## config.mk

```make
export PLATFORM = sky130hd
export DESIGN_NAME = bubble_drive_top
export DESIGN_NICKNAME = d
export VERILOG_FILES = /design/src/source/bubble_pkg.sv /design/src/source/bubble_drive_top.sv /design/src/source/temp_monitor.sv /design/src/source/tc77_reader.sv /design/src/source/startup_ctrl.sv /design/src/source/led_blinker.sv
export VERILOG_INCLUDE_DIRS = /design/src /design/src/source
export SDC_FILE = /design/constraint.sdc
export NUM_CORES = 1
export LEC_CHECK = 0
export BUFFER_PORTS_ARGS = -buffer_cell sky130_fd_sc_hd__clkbuf_2
export CAP_MARGIN = 5
export CORE_ASPECT_RATIO = 0.8
export CORE_MARGIN = 5
export CORE_UTILIZATION = 35
export CTS_CLUSTER_SIZE = 30
export DETAILED_ROUTE_END_ITERATION = 12
export PLACE_DENSITY_LB_ADDON = 0.1
export REMOVE_ABC_BUFFERS = 1
export SYNTH_ARGS = -nofsm -noshare
export SYNTH_HDL_FRONTEND = slang
export SYNTH_SLANG_ARGS = --single-unit
```

## constraint.sdc

```tcl
create_clock -name MCLK -period 3.15 [get_ports MCLK]
set_input_delay 0.63 -clock MCLK [delete_from_list [all_inputs] [get_ports MCLK]]
set_output_delay 0.63 -clock MCLK [all_outputs]
set_load 0.005 [all_outputs]
```

## src/source/bubble_params.svh

```systemverilog
`ifndef BUBBLE_PARAMS_SVH
`define BUBBLE_PARAMS_SVH

//////////////////////////////////////////////////////////////////////
// LED blinker

// cycles between blink toggles
`define BLINK_HALF_PERIOD 16

//////////////////////////////////////////////////////////////////////
// TC77 sensor and temperature control

// MCLK cycles per sensor clock half-period
`define TEMP_SCK_DIV 2
// cycles between two sensor reads
`define TEMP_POLL_CYCLES 200
// below this the module is cold, 20 degC
`define TEMP_LOW_LIMIT 320

// warm-up delay table in cycles, indexed by delay_sel
`define WARMUP_DELAY_0 300
`define WARMUP_DELAY_1 600
`define WARMUP_DELAY_2 900
`define WARMUP_DELAY_3 1200

`endif
```

## src/source/bubble_pkg.sv

```systemverilog
package bubble_pkg;

    ////////////////////////////////////////////////////////////////////
    // data widths

    // TC77 temperature, 0.0625 degC per step
    typedef logic signed [12:0] temp_t;

    // warm-up delay selector from the dip switch
    typedef logic [1:0] delay_sel_t;

    ////////////////////////////////////////////////////////////////////
    // board run modes

    typedef enum logic [2:0]
    {
        mode_reset,
        mode_select,
        mode_emulator,
        mode_usb_standby,
        mode_err_board,
        mode_err_supply
    } run_mode_t;

endpackage

```

## src/source/bubble_drive_top.sv

```systemverilog
`timescale 1ns/1ps

module bubble_drive_top
(
    input  logic                   MCLK,
    input  logic                   MRST,
    input  logic                   usb_power,
    input  logic                   board_fault,
    input  logic                   fan_sw,
    input  logic                   force_start,
    input  bubble_pkg::delay_sel_t delay_sel,
    input  logic                   temp_sio,
    output logic                   emu_en,
    output logic                   usb_en,
    output logic                   temp_cs_n,
    output logic                   temp_sck,
    output logic                   temp_low,
    output logic                   fan_en,
    output logic                   led_pwrok_n,
    output logic                   led_standby_n,
    output logic                   led_delaying_n
);

    logic temp_en;
    logic blink_en;
    logic blink;
    logic ctl_pwrok;
    logic ctl_standby;
    logic ctl_delaying;
    logic delaying;

    startup_ctrl u_startup_ctrl
    (
        .MCLK         (MCLK),
        .MRST         (MRST),
        .usb_power    (usb_power),
        .board_fault  (board_fault),
        .emu_en       (emu_en),
        .usb_en       (usb_en),
        .temp_en      (temp_en),
        .blink_en     (blink_en),
        .ctl_pwrok    (ctl_pwrok),
        .ctl_standby  (ctl_standby),
        .ctl_delaying (ctl_delaying)
    );

    led_blinker u_led_blinker
    (
        .MCLK     (MCLK),
        .MRST     (MRST),
        .blink_en (blink_en),
        .blink    (blink)
    );

    temp_monitor u_temp_monitor
    (
        .MCLK        (MCLK),
        .MRST        (MRST),
        .temp_en     (temp_en),
        .fan_sw      (fan_sw),
        .force_start (force_start),
        .delay_sel   (delay_sel),
        .temp_sio    (temp_sio),
        .temp_cs_n   (temp_cs_n),
        .temp_sck    (temp_sck),
        .temp_low    (temp_low),
        .delaying    (delaying),
        .fan_en      (fan_en)
    );

    //////////////////////////////////////////////////////////////////////
    // LED drive, active low

    // steady when ctl_pwrok is set, else lit in the low blink phase
    assign led_pwrok_n    = ~(ctl_pwrok | ~blink);
    assign led_standby_n  = ~((ctl_standby & ~blink) | delaying);
    assign led_delaying_n = ~(ctl_delaying & delaying);

endmodule

```

## src/source/temp_monitor.sv

```systemverilog
`timescale 1ns/1ps
`include "bubble_params.svh"

module temp_monitor
(
    input  logic                   MCLK,
    input  logic                   MRST,
    input  logic                   temp_en,
    input  logic                   fan_sw,
    input  logic                   force_start,
    input  bubble_pkg::delay_sel_t delay_sel,
    input  logic                   temp_sio,
    output logic                   temp_cs_n,
    output logic                   temp_sck,
    output logic                   temp_low,
    output logic                   delaying,
    output logic                   fan_en
);

    localparam int POLL_W = $clog2(`TEMP_POLL_CYCLES);
    localparam int DLY_W  = $clog2(`WARMUP_DELAY_3 + 1);

    logic              rd_rst;
    logic              read_start;
    logic              read_done;
    bubble_pkg::temp_t read_temp;
    logic              reading_cold;
    logic              en_seen;
    logic              busy;
    logic [POLL_W-1:0] poll_cnt;
    logic [DLY_W-1:0]  dly_cnt;
    logic [DLY_W-1:0]  dly_load;

    // sensor reader sits idle while disabled
    assign rd_rst = MRST | ~temp_en;

    tc77_reader u_tc77_reader
    (
        .MCLK       (MCLK),
        .MRST       (rd_rst),
        .read_start (read_start),
        .temp_sio   (temp_sio),
        .temp_cs_n  (temp_cs_n),
        .temp_sck   (temp_sck),
        .read_done  (read_done),
        .read_temp  (read_temp)
    );

    //////////////////////////////////////////////////////////////////////
    // poll timer

    always_ff @(posedge MCLK)
    begin
        if (MRST || !temp_en)
        begin
            en_seen    <= 1'b0;
            busy       <= 1'b0;
            poll_cnt   <= '0;
            read_start <= 1'b0;
        end
        else
        begin
            read_start <= 1'b0;
            if (read_done)
                busy <= 1'b0;
            // first read right after enable, then once per poll period
            if (!en_seen || poll_cnt == POLL_W'(`TEMP_POLL_CYCLES - 1))
            begin
                en_seen  <= 1'b1;
                poll_cnt <= '0;
                if (!busy)
                begin
                    read_start <= 1'b1;
                    busy       <= 1'b1;
                end
            end
            else
            begin
                poll_cnt <= poll_cnt + 1'b1;
            end
        end
    end

    //////////////////////////////////////////////////////////////////////
    // cold detect and warm-up delay

    assign reading_cold = (read_temp < `TEMP_LOW_LIMIT);

    always_comb
    begin
        case (delay_sel)
            2'd0: dly_load = DLY_W'(`WARMUP_DELAY_0 - 1);
            2'd1: dly_load = DLY_W'(`WARMUP_DELAY_1 - 1);
            2'd2: dly_load = DLY_W'(`WARMUP_DELAY_2 - 1);
            default: dly_load = DLY_W'(`WARMUP_DELAY_3 - 1);
        endcase
    end

    always_ff @(posedge MCLK)
    begin
        if (MRST || !temp_en)
        begin
            temp_low <= 1'b0;
            delaying <= 1'b0;
            dly_cnt  <= '0;
        end
        else
        begin
            if (delaying)
            begin
                if (dly_cnt == '0)
                    delaying <= 1'b0;
                else
                    dly_cnt <= dly_cnt - 1'b1;
            end
            if (read_done)
            begin
                temp_low <= reading_cold;
                if (reading_cold && delaying)
                begin
                    // cooled off again, start the delay over
                    delaying <= 1'b1;
                    dly_cnt  <= dly_load;
                end
                else if (!reading_cold && temp_low)
                begin
                    delaying <= 1'b1;
                    dly_cnt  <= dly_load;
                end
            end
            // user skips the warm-up
            if (force_start)
                delaying <= 1'b0;
        end
    end

    // fan runs while cold or warming up
    assign fan_en = temp_en & fan_sw & (temp_low | delaying);

endmodule

```

## src/source/tc77_reader.sv

```systemverilog
`timescale 1ns/1ps
`include "bubble_params.svh"

module tc77_reader
(
    input  logic              MCLK,
    input  logic              MRST,
    input  logic              read_start,
    input  logic              temp_sio,
    output logic              temp_cs_n,
    output logic              temp_sck,
    output logic              read_done,
    output bubble_pkg::temp_t read_temp
);

    localparam int FRAME_BITS = 16;
    localparam int DIV_W      = $clog2(`TEMP_SCK_DIV) + 1;
    localparam int BIT_W      = $clog2(FRAME_BITS);

    typedef enum logic [1:0]
    {
        rd_idle,
        rd_shift,
        rd_finish
    } rd_state_t;

    rd_state_t             state;
    logic [DIV_W-1:0]      div_cnt;
    logic [BIT_W-1:0]      bit_cnt;
    logic [FRAME_BITS-1:0] frame;
    logic                  half_end;

    // end of one sensor clock half-period
    assign half_end = (div_cnt == DIV_W'(`TEMP_SCK_DIV - 1));

    //////////////////////////////////////////////////////////////////////
    // frame control

    always_ff @(posedge MCLK)
    begin
        if (MRST)
        begin
            state     <= rd_idle;
            temp_cs_n <= 1'b1;
            temp_sck  <= 1'b0;
            div_cnt   <= '0;
            bit_cnt   <= '0;
            read_done <= 1'b0;
        end
        else
        begin
            read_done <= 1'b0;
            case (state)
                rd_idle:
                    if (read_start)
                    begin
                        state     <= rd_shift;
                        temp_cs_n <= 1'b0;
                        div_cnt   <= '0;
                        bit_cnt   <= '0;
                    end

                rd_shift:
                    if (half_end)
                    begin
                        div_cnt  <= '0;
                        temp_sck <= ~temp_sck;
                        // count bits on the falling edge
                        if (temp_sck)
                        begin
                            if (bit_cnt == BIT_W'(FRAME_BITS - 1))
                            begin
                                state     <= rd_finish;
                                temp_cs_n <= 1'b1;
                            end
                            else
                            begin
                                bit_cnt <= bit_cnt + 1'b1;
                            end
                        end
                    end
                    else
                    begin
                        div_cnt <= div_cnt + 1'b1;
                    end

                rd_finish:
                begin
                    read_done <= 1'b1;
                    state     <= rd_idle;
                end

                default:
                    state <= rd_idle;
            endcase
        end
    end

    //////////////////////////////////////////////////////////////////////
    // data path, MSB first

    always_ff @(posedge MCLK)
    begin
        // sample as sck rises
        if (state == rd_shift && half_end && !temp_sck)
            frame <= {frame[FRAME_BITS-2:0], temp_sio};
        // low 3 bits are status, not temperature
        if (state == rd_finish)
            read_temp <= frame[FRAME_BITS-1:3];
    end

endmodule

```

## src/source/startup_ctrl.sv

```systemverilog
`timescale 1ns/1ps

module startup_ctrl
(
    input  logic MCLK,
    input  logic MRST,
    input  logic usb_power,
    input  logic board_fault,
    output logic emu_en,
    output logic usb_en,
    output logic temp_en,
    output logic blink_en,
    output logic ctl_pwrok,
    output logic ctl_standby,
    output logic ctl_delaying
);

    bubble_pkg::run_mode_t state;
    bubble_pkg::run_mode_t state_next;

    //////////////////////////////////////////////////////////////////////
    // mode state machine

    always_comb
    begin
        state_next = state;
        case (state)
            bubble_pkg::mode_reset:
                state_next = bubble_pkg::mode_select;

            bubble_pkg::mode_select:
                case ({usb_power, board_fault})
                    2'b00: state_next = bubble_pkg::mode_emulator;
                    2'b01: state_next = bubble_pkg::mode_err_board;
                    2'b10: state_next = bubble_pkg::mode_err_supply;
                    default: state_next = bubble_pkg::mode_usb_standby;
                endcase

            // emulator holds until the next MRST
            bubble_pkg::mode_emulator:
                state_next = bubble_pkg::mode_emulator;

            bubble_pkg::mode_usb_standby:
                if ({usb_power, board_fault} != 2'b11)
                    state_next = bubble_pkg::mode_reset;

            // board fault clears -> try again
            bubble_pkg::mode_err_board:
                if (!board_fault)
                    state_next = bubble_pkg::mode_reset;

            bubble_pkg::mode_err_supply:
                if ({usb_power, board_fault} != 2'b10)
                    state_next = bubble_pkg::mode_reset;

            default:
                state_next = bubble_pkg::mode_reset;
        endcase
    end

    always_ff @(posedge MCLK)
    begin
        if (MRST)
            state <= bubble_pkg::mode_reset;
        else
            state <= state_next;
    end

    //////////////////////////////////////////////////////////////////////
    // registered output decode

    always_ff @(posedge MCLK)
    begin
        if (MRST || state == bubble_pkg::mode_reset)
        begin
            emu_en       <= 1'b0;
            usb_en       <= 1'b0;
            temp_en      <= 1'b0;
            blink_en     <= 1'b0;
            ctl_pwrok    <= 1'b0;
            ctl_standby  <= 1'b0;
            ctl_delaying <= 1'b0;
        end
        else
        begin
            case (state)
                bubble_pkg::mode_emulator:
                begin
                    emu_en       <= 1'b1;
                    usb_en       <= 1'b0;
                    temp_en      <= 1'b1;
                    blink_en     <= 1'b0;
                    ctl_pwrok    <= 1'b1;
                    ctl_standby  <= 1'b0;
                    ctl_delaying <= 1'b1;
                end

                bubble_pkg::mode_usb_standby:
                begin
                    emu_en       <= 1'b0;
                    usb_en       <= 1'b1;
                    temp_en      <= 1'b0;
                    blink_en     <= 1'b1;
                    ctl_pwrok    <= 1'b1;
                    ctl_standby  <= 1'b1;
                    ctl_delaying <= 1'b0;
                end

                // pwrok LED is lit by the blinker alone here
                bubble_pkg::mode_err_board,
                bubble_pkg::mode_err_supply:
                begin
                    emu_en       <= 1'b0;
                    usb_en       <= 1'b0;
                    temp_en      <= 1'b0;
                    blink_en     <= 1'b1;
                    ctl_pwrok    <= 1'b0;
                    ctl_standby  <= 1'b0;
                    ctl_delaying <= 1'b0;
                end

                // mode_select keeps the previous levels
                default:
                begin
                end
            endcase
        end
    end

endmodule

```

## src/source/led_blinker.sv

```systemverilog
`timescale 1ns/1ps
`include "bubble_params.svh"

module led_blinker
(
    input  logic MCLK,
    input  logic MRST,
    input  logic blink_en,
    output logic blink
);

    localparam int CNT_W = $clog2(`BLINK_HALF_PERIOD + 1);

    logic [CNT_W-1:0] half_cnt;

    // blink high means the LED is dark
    always_ff @(posedge MCLK)
    begin
        if (MRST || !blink_en)
        begin
            half_cnt <= '0;
            blink    <= 1'b1;
        end
        else if (half_cnt == CNT_W'(`BLINK_HALF_PERIOD - 1))
        begin
            half_cnt <= '0;
            blink    <= ~blink;
        end
        else
        begin
            half_cnt <= half_cnt + 1'b1;
        end
    end

endmodule

```

# Word level (Yosys, flattened, before mapping)

Index checks and enable logic that the tools add are counted.

Output and inout bits: 9
Word-level logic and storage cells: 147
Register bits after elaboration: 77

$add $sub $neg: 5
Muxes and demuxes: 43
Bitwise gates (word level): 15
Equality and inequality tests: 25
Reductions and logical operators: 36
Magnitude comparators: 1

Operator list:

| operator              | count |
|---|---|
| $mux 11               | 5 |
| $pmux 11 s3           | 1 |
| $pmux 3 s6            | 1 |
| $mux 4                | 4 |
| $mux 1                | 14 |
| $ne 2x2->1 const B    | 7 |
| $lt 13x10->1 const B  | 1 |
| $mux 2                | 6 |
| $reduce_or 2->1       | 6 |
| $logic_not 11->1      | 1 |
| $sub 11x1->11 const B | 1 |
| $pmux 1 s2            | 5 |
| $reduce_and 5->1      | 2 |
| $mux 3                | 3 |
| $pmux 3 s3            | 1 |
| $add 8x1->8 const B   | 1 |
| $eq 2x1->1 const B    | 4 |
| $eq 8x8->1 const B    | 1 |
| $pmux 2 s2            | 2 |
| $pmux 4 s2            | 1 |
| $reduce_bool 2->1     | 4 |
| $not 1->1             | 7 |
| $eq 2x2->1 const B    | 3 |
| $eq 3x2->1 const B    | 2 |
| 19 further kinds      | 42 |

# Logic depth before layout (Yosys ltp)

Word-level depth: 6
Gate-level depth with buffers: 7
Gate-level depth less buffers: 7

# Modules after synthesis

A second synthesis with hierarchy kept.

Cells, all modules: 310
Area, all modules: 3415.8 sq um

By module, submodules not included:

| module           | cells each | area each (sq um) | times used |
|---|---|---|---|
| tc77_reader      | 90         | 1407.6            | 1 |
| temp_monitor     | 148        | 1330.0            | 1 |
| startup_ctrl     | 45         | 407.9             | 1 |
| led_blinker      | 23         | 250.2             | 1 |
| bubble_drive_top | 4          | 20.0              | 1 |

# Least setup slack after synthesis

No wires, ideal clock.

Path type: reg2reg
Start: reg u_temp_monitor.u_tc77_reader.state[0]
End: reg u_temp_monitor.u_tc77_reader.frame[0] (enable)
Library setup time: 412 ps
Arrival: 1886 ps
Stages on the path, launching flop included: 4
Path slack: 852 ps
Path through: dfxtp_1 > clkbuf_1 > nand2b_1 > nor3_1

Cells in the longest elaborated chain, start to end: 3

Ends and longest elaborated chain:

| element                         | line               | RTL |
|---|---|---|
| from (decl)                     | tc77_reader.sv:27  | `rd_state_t state;` |
| from (signal assigned)          | tc77_reader.sv:43  | `state <= rd_idle;` |
| from (signal assigned)          | tc77_reader.sv:57  | `state <= rd_shift;` |
| from (signal assigned)          | tc77_reader.sv:73  | `state <= rd_finish;` |
| $eq 2x1->1                      | tc77_reader.sv:105 | `if (state == rd_shift && half_end && !temp_sck)` |
| $logic_and 1x1->1 (2 in series) | tc77_reader.sv:105 |  |
| to (signal assigned)            | tc77_reader.sv:106 | `frame <= {frame[FRAME_BITS-2:0], temp_sio};` |
| to (decl)                       | tc77_reader.sv:30  | `logic [FRAME_BITS-1:0] frame;` |

Every way passes these cells.
A chain may end at the register's enable or synchronous reset.

# Worst setup path in the final report

Start: reg u_temp_monitor.dly_cnt[5]
End: reg u_temp_monitor.dly_cnt[1]

Cells in the longest elaborated chain, start to end: 6

Ends and longest elaborated chain:

| element                | line                | RTL |
|---|---|---|
| from (decl)            | temp_monitor.sv:31  | `logic [DLY_W-1:0] dly_cnt;` |
| from (signal assigned) | temp_monitor.sv:114 | `dly_cnt <= dly_cnt - 1'b1;` |
| from (signal assigned) | temp_monitor.sv:123 | `dly_cnt <= dly_load;` |
| from (signal assigned) | temp_monitor.sv:128 | `dly_cnt <= dly_load;` |
| $logic_not 11->1 *     | temp_monitor.sv:111 | `if (dly_cnt == '0)` |
| $mux 11 *              | temp_monitor.sv:111 |  |
| $mux 11 *              | temp_monitor.sv:109 | `if (delaying)` |
| $mux 11                | temp_monitor.sv:125 | `else if (!reading_cold && temp_low)` |
| $mux 11                | temp_monitor.sv:119 | `if (reading_cold && delaying)` |
| $mux 11 *              | temp_monitor.sv:116 | `if (read_done)` |

Mark *: on every way between the ends. The rest lies on a longest branch, timed or not.

==> impl_results.md <==
* Synth Flop Type: dfxtp_1
* Fmax at 478.9 MHz
* First-pass GRT wire length at 9.308 mm
* WHS Endpoint: u_temp_monitor.u_tc77_reader.frame[8]
* Nets at 326
* Clock latency on the worst-skew pair at 0.33 ns
* Critical path peak fanout at 6
* Place WS at 1.084 ns
* Crit path largest cell delay at 0.58 ns
* Post-synth EDFFs at 23
* # port buffers at 17
* Number of cell rows at 30
* GRT overflow at 0
* CP Cell Sequence: or4_4 > or3_4 > o31a_1 > mux2_4 > a21oi_2
* Total placed instance area at 0.003186 sq mm
* WP data required at 3.42 ns
* CTS Root Cell: clkbuf_8
* Vias in the first global route at 2023
* Critical path capture point type: flip-flop
* Syn Area/Cell at 10.52 sq um
* Gpl congestion at 0.7467
* Crit Path Class: reg2reg
* TritonRoute pass-1 iters at 6
* Hold path cells at 0
* Fill count at 840
* Post-CTS setup buffer count at 0
* Worst Min Path Start: u_temp_monitor.u_tc77_reader.frame[7]
* Initial antenna violation count at 0
* Largest net degree at the start of global routing at 18
* Seq/Total Area, Yosys at 0.5567
* Top cell type's share of synthesized area at 0.3239
* Final Cycle Share at 0.6629
* Setup_tns at 0 ns
* Cts hold-fix bufs at 0
* Largest area contributor in the netlist: dfxtp_1
* Yosys warnings at 0
* Tot GR Track Use at 0.1113
* Status: complete, no violations
* Clock Tree Buf Depth at 2
* CTS Buf Count at 9
* Reg-to-reg critical path startpoint: u_temp_monitor.dly_cnt[5]
* Slew margin rel. at 0.5750
* Detailed Route WL at 5.269 mm
* Clock Skews at 0.01409 ns
* Number of remaining DRC errors at 0
* Final setup violation count at 0
* Drt via density at 4.860
* CTS clk-pin slew, worst paths at 0.07 ns
* Post-route cell area at 0.003367 sq mm
* Synth top area cells: dfxtp_1 (32%), edfxtp_1 (23%), ha_1 (5.1%)
* Die Height at 92.35 microns
* Core Area at 0.008371 sq mm
* Pins Over Slew Limit at 0
* RSZ-0062 raised after global routing: no
* Leak pwr at 1.215 nW
* Via count at 2051
* CTS Sinks at 71
* Power density over the cells at 505.3 mW/mm^2
* Slowest CP cell: or4_4
* Startpoint types: flip-flop
* Die W at 112.9 microns
* Post-Syn Instances at 282
* FFs w/ async S/R, synth at 0
* H-Tree Level Count at 3
* CTS tree: yes
* Reg2reg end: u_temp_monitor.dly_cnt[1]
* Worst hold path type: reg2reg
* Reg2reg path depth at 5
* Die ar. at 0.01043 sq mm
* Cell Area, Synth at 0.002967 sq mm
* Top post-synthesis cells by count: dfxtp_1 (48), nor2_1 (33), edfxtp_1 (23)
* Minimum clock period at 2.088 ns
* Ant diodes at 0
* Critical Path AT at 2.36 ns
* Tightest Pin Transition at 0.6362 ns
* Max cap viols at 0
* Yosys reg bits at 71
* Synth unique cells at 49
* Area growth syn-to-layout at 13.50%
* Wire per inst at 12.49 microns
* Fin. Hold Viols at 0
* Reg2Reg Setup Slack at 1.06 ns
* Count leader, synth: dfxtp_1
* Worst vdd ir at 0.2049 mV
* HPWL after DPL at 3.650 mm
* Setup WS post-layout at 1.062 ns
* Cts repair resizes at 0
* DR iter-0 viols at 99
* Fraction of layout cells with a size suffix above 1 at 0.1355
* Initial Util at 0.3544
* I/O Pins at 18
* DRT antenna net count at 0
## power breakdown
part | internal (W) | leakage [nW] | switching, W
Combinational | 0.0000242 | 0.531 | 0.0000322
Clock | 0.000363 | 0.0896 | 0.000321
Sequential | 0.000948 | 0.594 | 0.0000125
## worst max path at each step
stage	startpoint	to	slack, ns	cells past startpoint
4_1_cts	u_temp_monitor.dly_cnt[5]	u_temp_monitor.dly_cnt[1]	1.06	5
3_5_place_dp	u_temp_monitor.dly_cnt[5]	u_temp_monitor.dly_cnt[1]	1.08	5
6_report	u_temp_monitor.dly_cnt[5]	u_temp_monitor.dly_cnt[1]	1.06	5
3_3_place_gp	u_temp_monitor.dly_cnt[5]	u_temp_monitor.dly_cnt[1]	1.12	5
2_1_floorplan	u_temp_monitor.u_tc77_reader.state[1]	u_temp_monitor.u_tc77_reader.frame[0]	0.96	2
5_1_grt	u_temp_monitor.dly_cnt[5]	u_temp_monitor.dly_cnt[1]	1.01	5
## routing by layer
metal | track usage | up-vias | wire length (microns) | part of all wire
met5 | 0 | - | 0 | 0
met4 | 0.04805 | 0 | 57 | 0.011
met3 | 0.04115 | 5 | 232 | 0.044
met2 | 0.1652 | 36 | 2170 | 0.41
met1 | 0.1453 | 951 | 2808 | 0.53
li1 | - | 1059 | - | -
## per-stage QoR
| stage | total power, W | hold WS [ns] | util | cells |
|---|---|---|---|---|
| 5_1_grt | 0.001787 | 0.4286 | 0.4022 | 422 |
| 3_3_place_gp | 0.001037 | 0.4021 | 0.3806 | 406 |
| 2_1_floorplan | 0.001015 | 0.4003 | - | 275 |
| 6_report | 0.001701 | 0.4226 | 0.4022 | 422 |
| 4_1_cts | 0.001731 | 0.4249 | 0.4022 | 422 |
| 3_5_place_dp | 0.001038 | 0.4080 | 0.3806 | 406 |
## cells by family (layout without fill, tap and decap cells)
kind of cell,count (synthesis),after routing,synth area share
compound gates,59,59,0.1282
xor+xnor,17,17,0.05019
fa+ha+maj,12,12,0.05061
buf+inv,21,49,0.02657
flops,71,71,0.5567
mux,3,3,0.01223
simple gates,99,99,0.1755
## worst max-delay path: cells and delay by family, from the launching register on
family | cells | cell delay (ns)
compound gates | 2 | 0.43
flops | 1 | 0.35
simple gates | 2 | 0.94
mux | 1 | 0.32
## state kept, by name, summed over array words and instances (netlist names), 2 cells and up
register / count
u_temp_monitor.u_tc77_reader.read_temp: 7
u_temp_monitor.dly_cnt: 11
u_temp_monitor.poll_cnt: 8
u_temp_monitor.u_tc77_reader.frame: 16
u_startup_ctrl.state: 3
u_led_blinker.half_cnt: 5
u_temp_monitor.u_tc77_reader.state: 2
u_temp_monitor.u_tc77_reader.bit_cnt: 4
u_temp_monitor.u_tc77_reader.div_cnt: 2
## final cells by class
type | count | area (sq um) | area share
clock buffers | 12 | 135.1 | 0.04013
flip-flops and latches | 71 | 1652 | 0.4905
repair buffers | 19 | 100.1 | 0.02973
clock inverters | 4 | 46.29 | 0.01375
well taps | 112 | 140.1 | 0.04162
inverters | 14 | 52.55 | 0.01561
multi-input cells | 190 | 1241 | 0.3686
## cell usage in the layout, fill, tap and decap left out, types with 6 or more instances in the layout
| cell | instances |
|---|---|
| a21oi_1 | 16 |
| clkbuf_2 | 17 |
| clkbuf_8 | 9 |
| dfxtp_1 | 48 |
| edfxtp_1 | 23 |
| ha_1 | 12 |
| inv_1 | 14 |
| nand2_1 | 12 |
| nand2b_1 | 6 |
| nand3_1 | 8 |
| nor2_1 | 33 |
| nor3_1 | 12 |
| o21ai_0 | 16 |
| xnor2_1 | 9 |
| xor2_1 | 8 |
No activity file was read; power rests on OpenSTA's default activity.
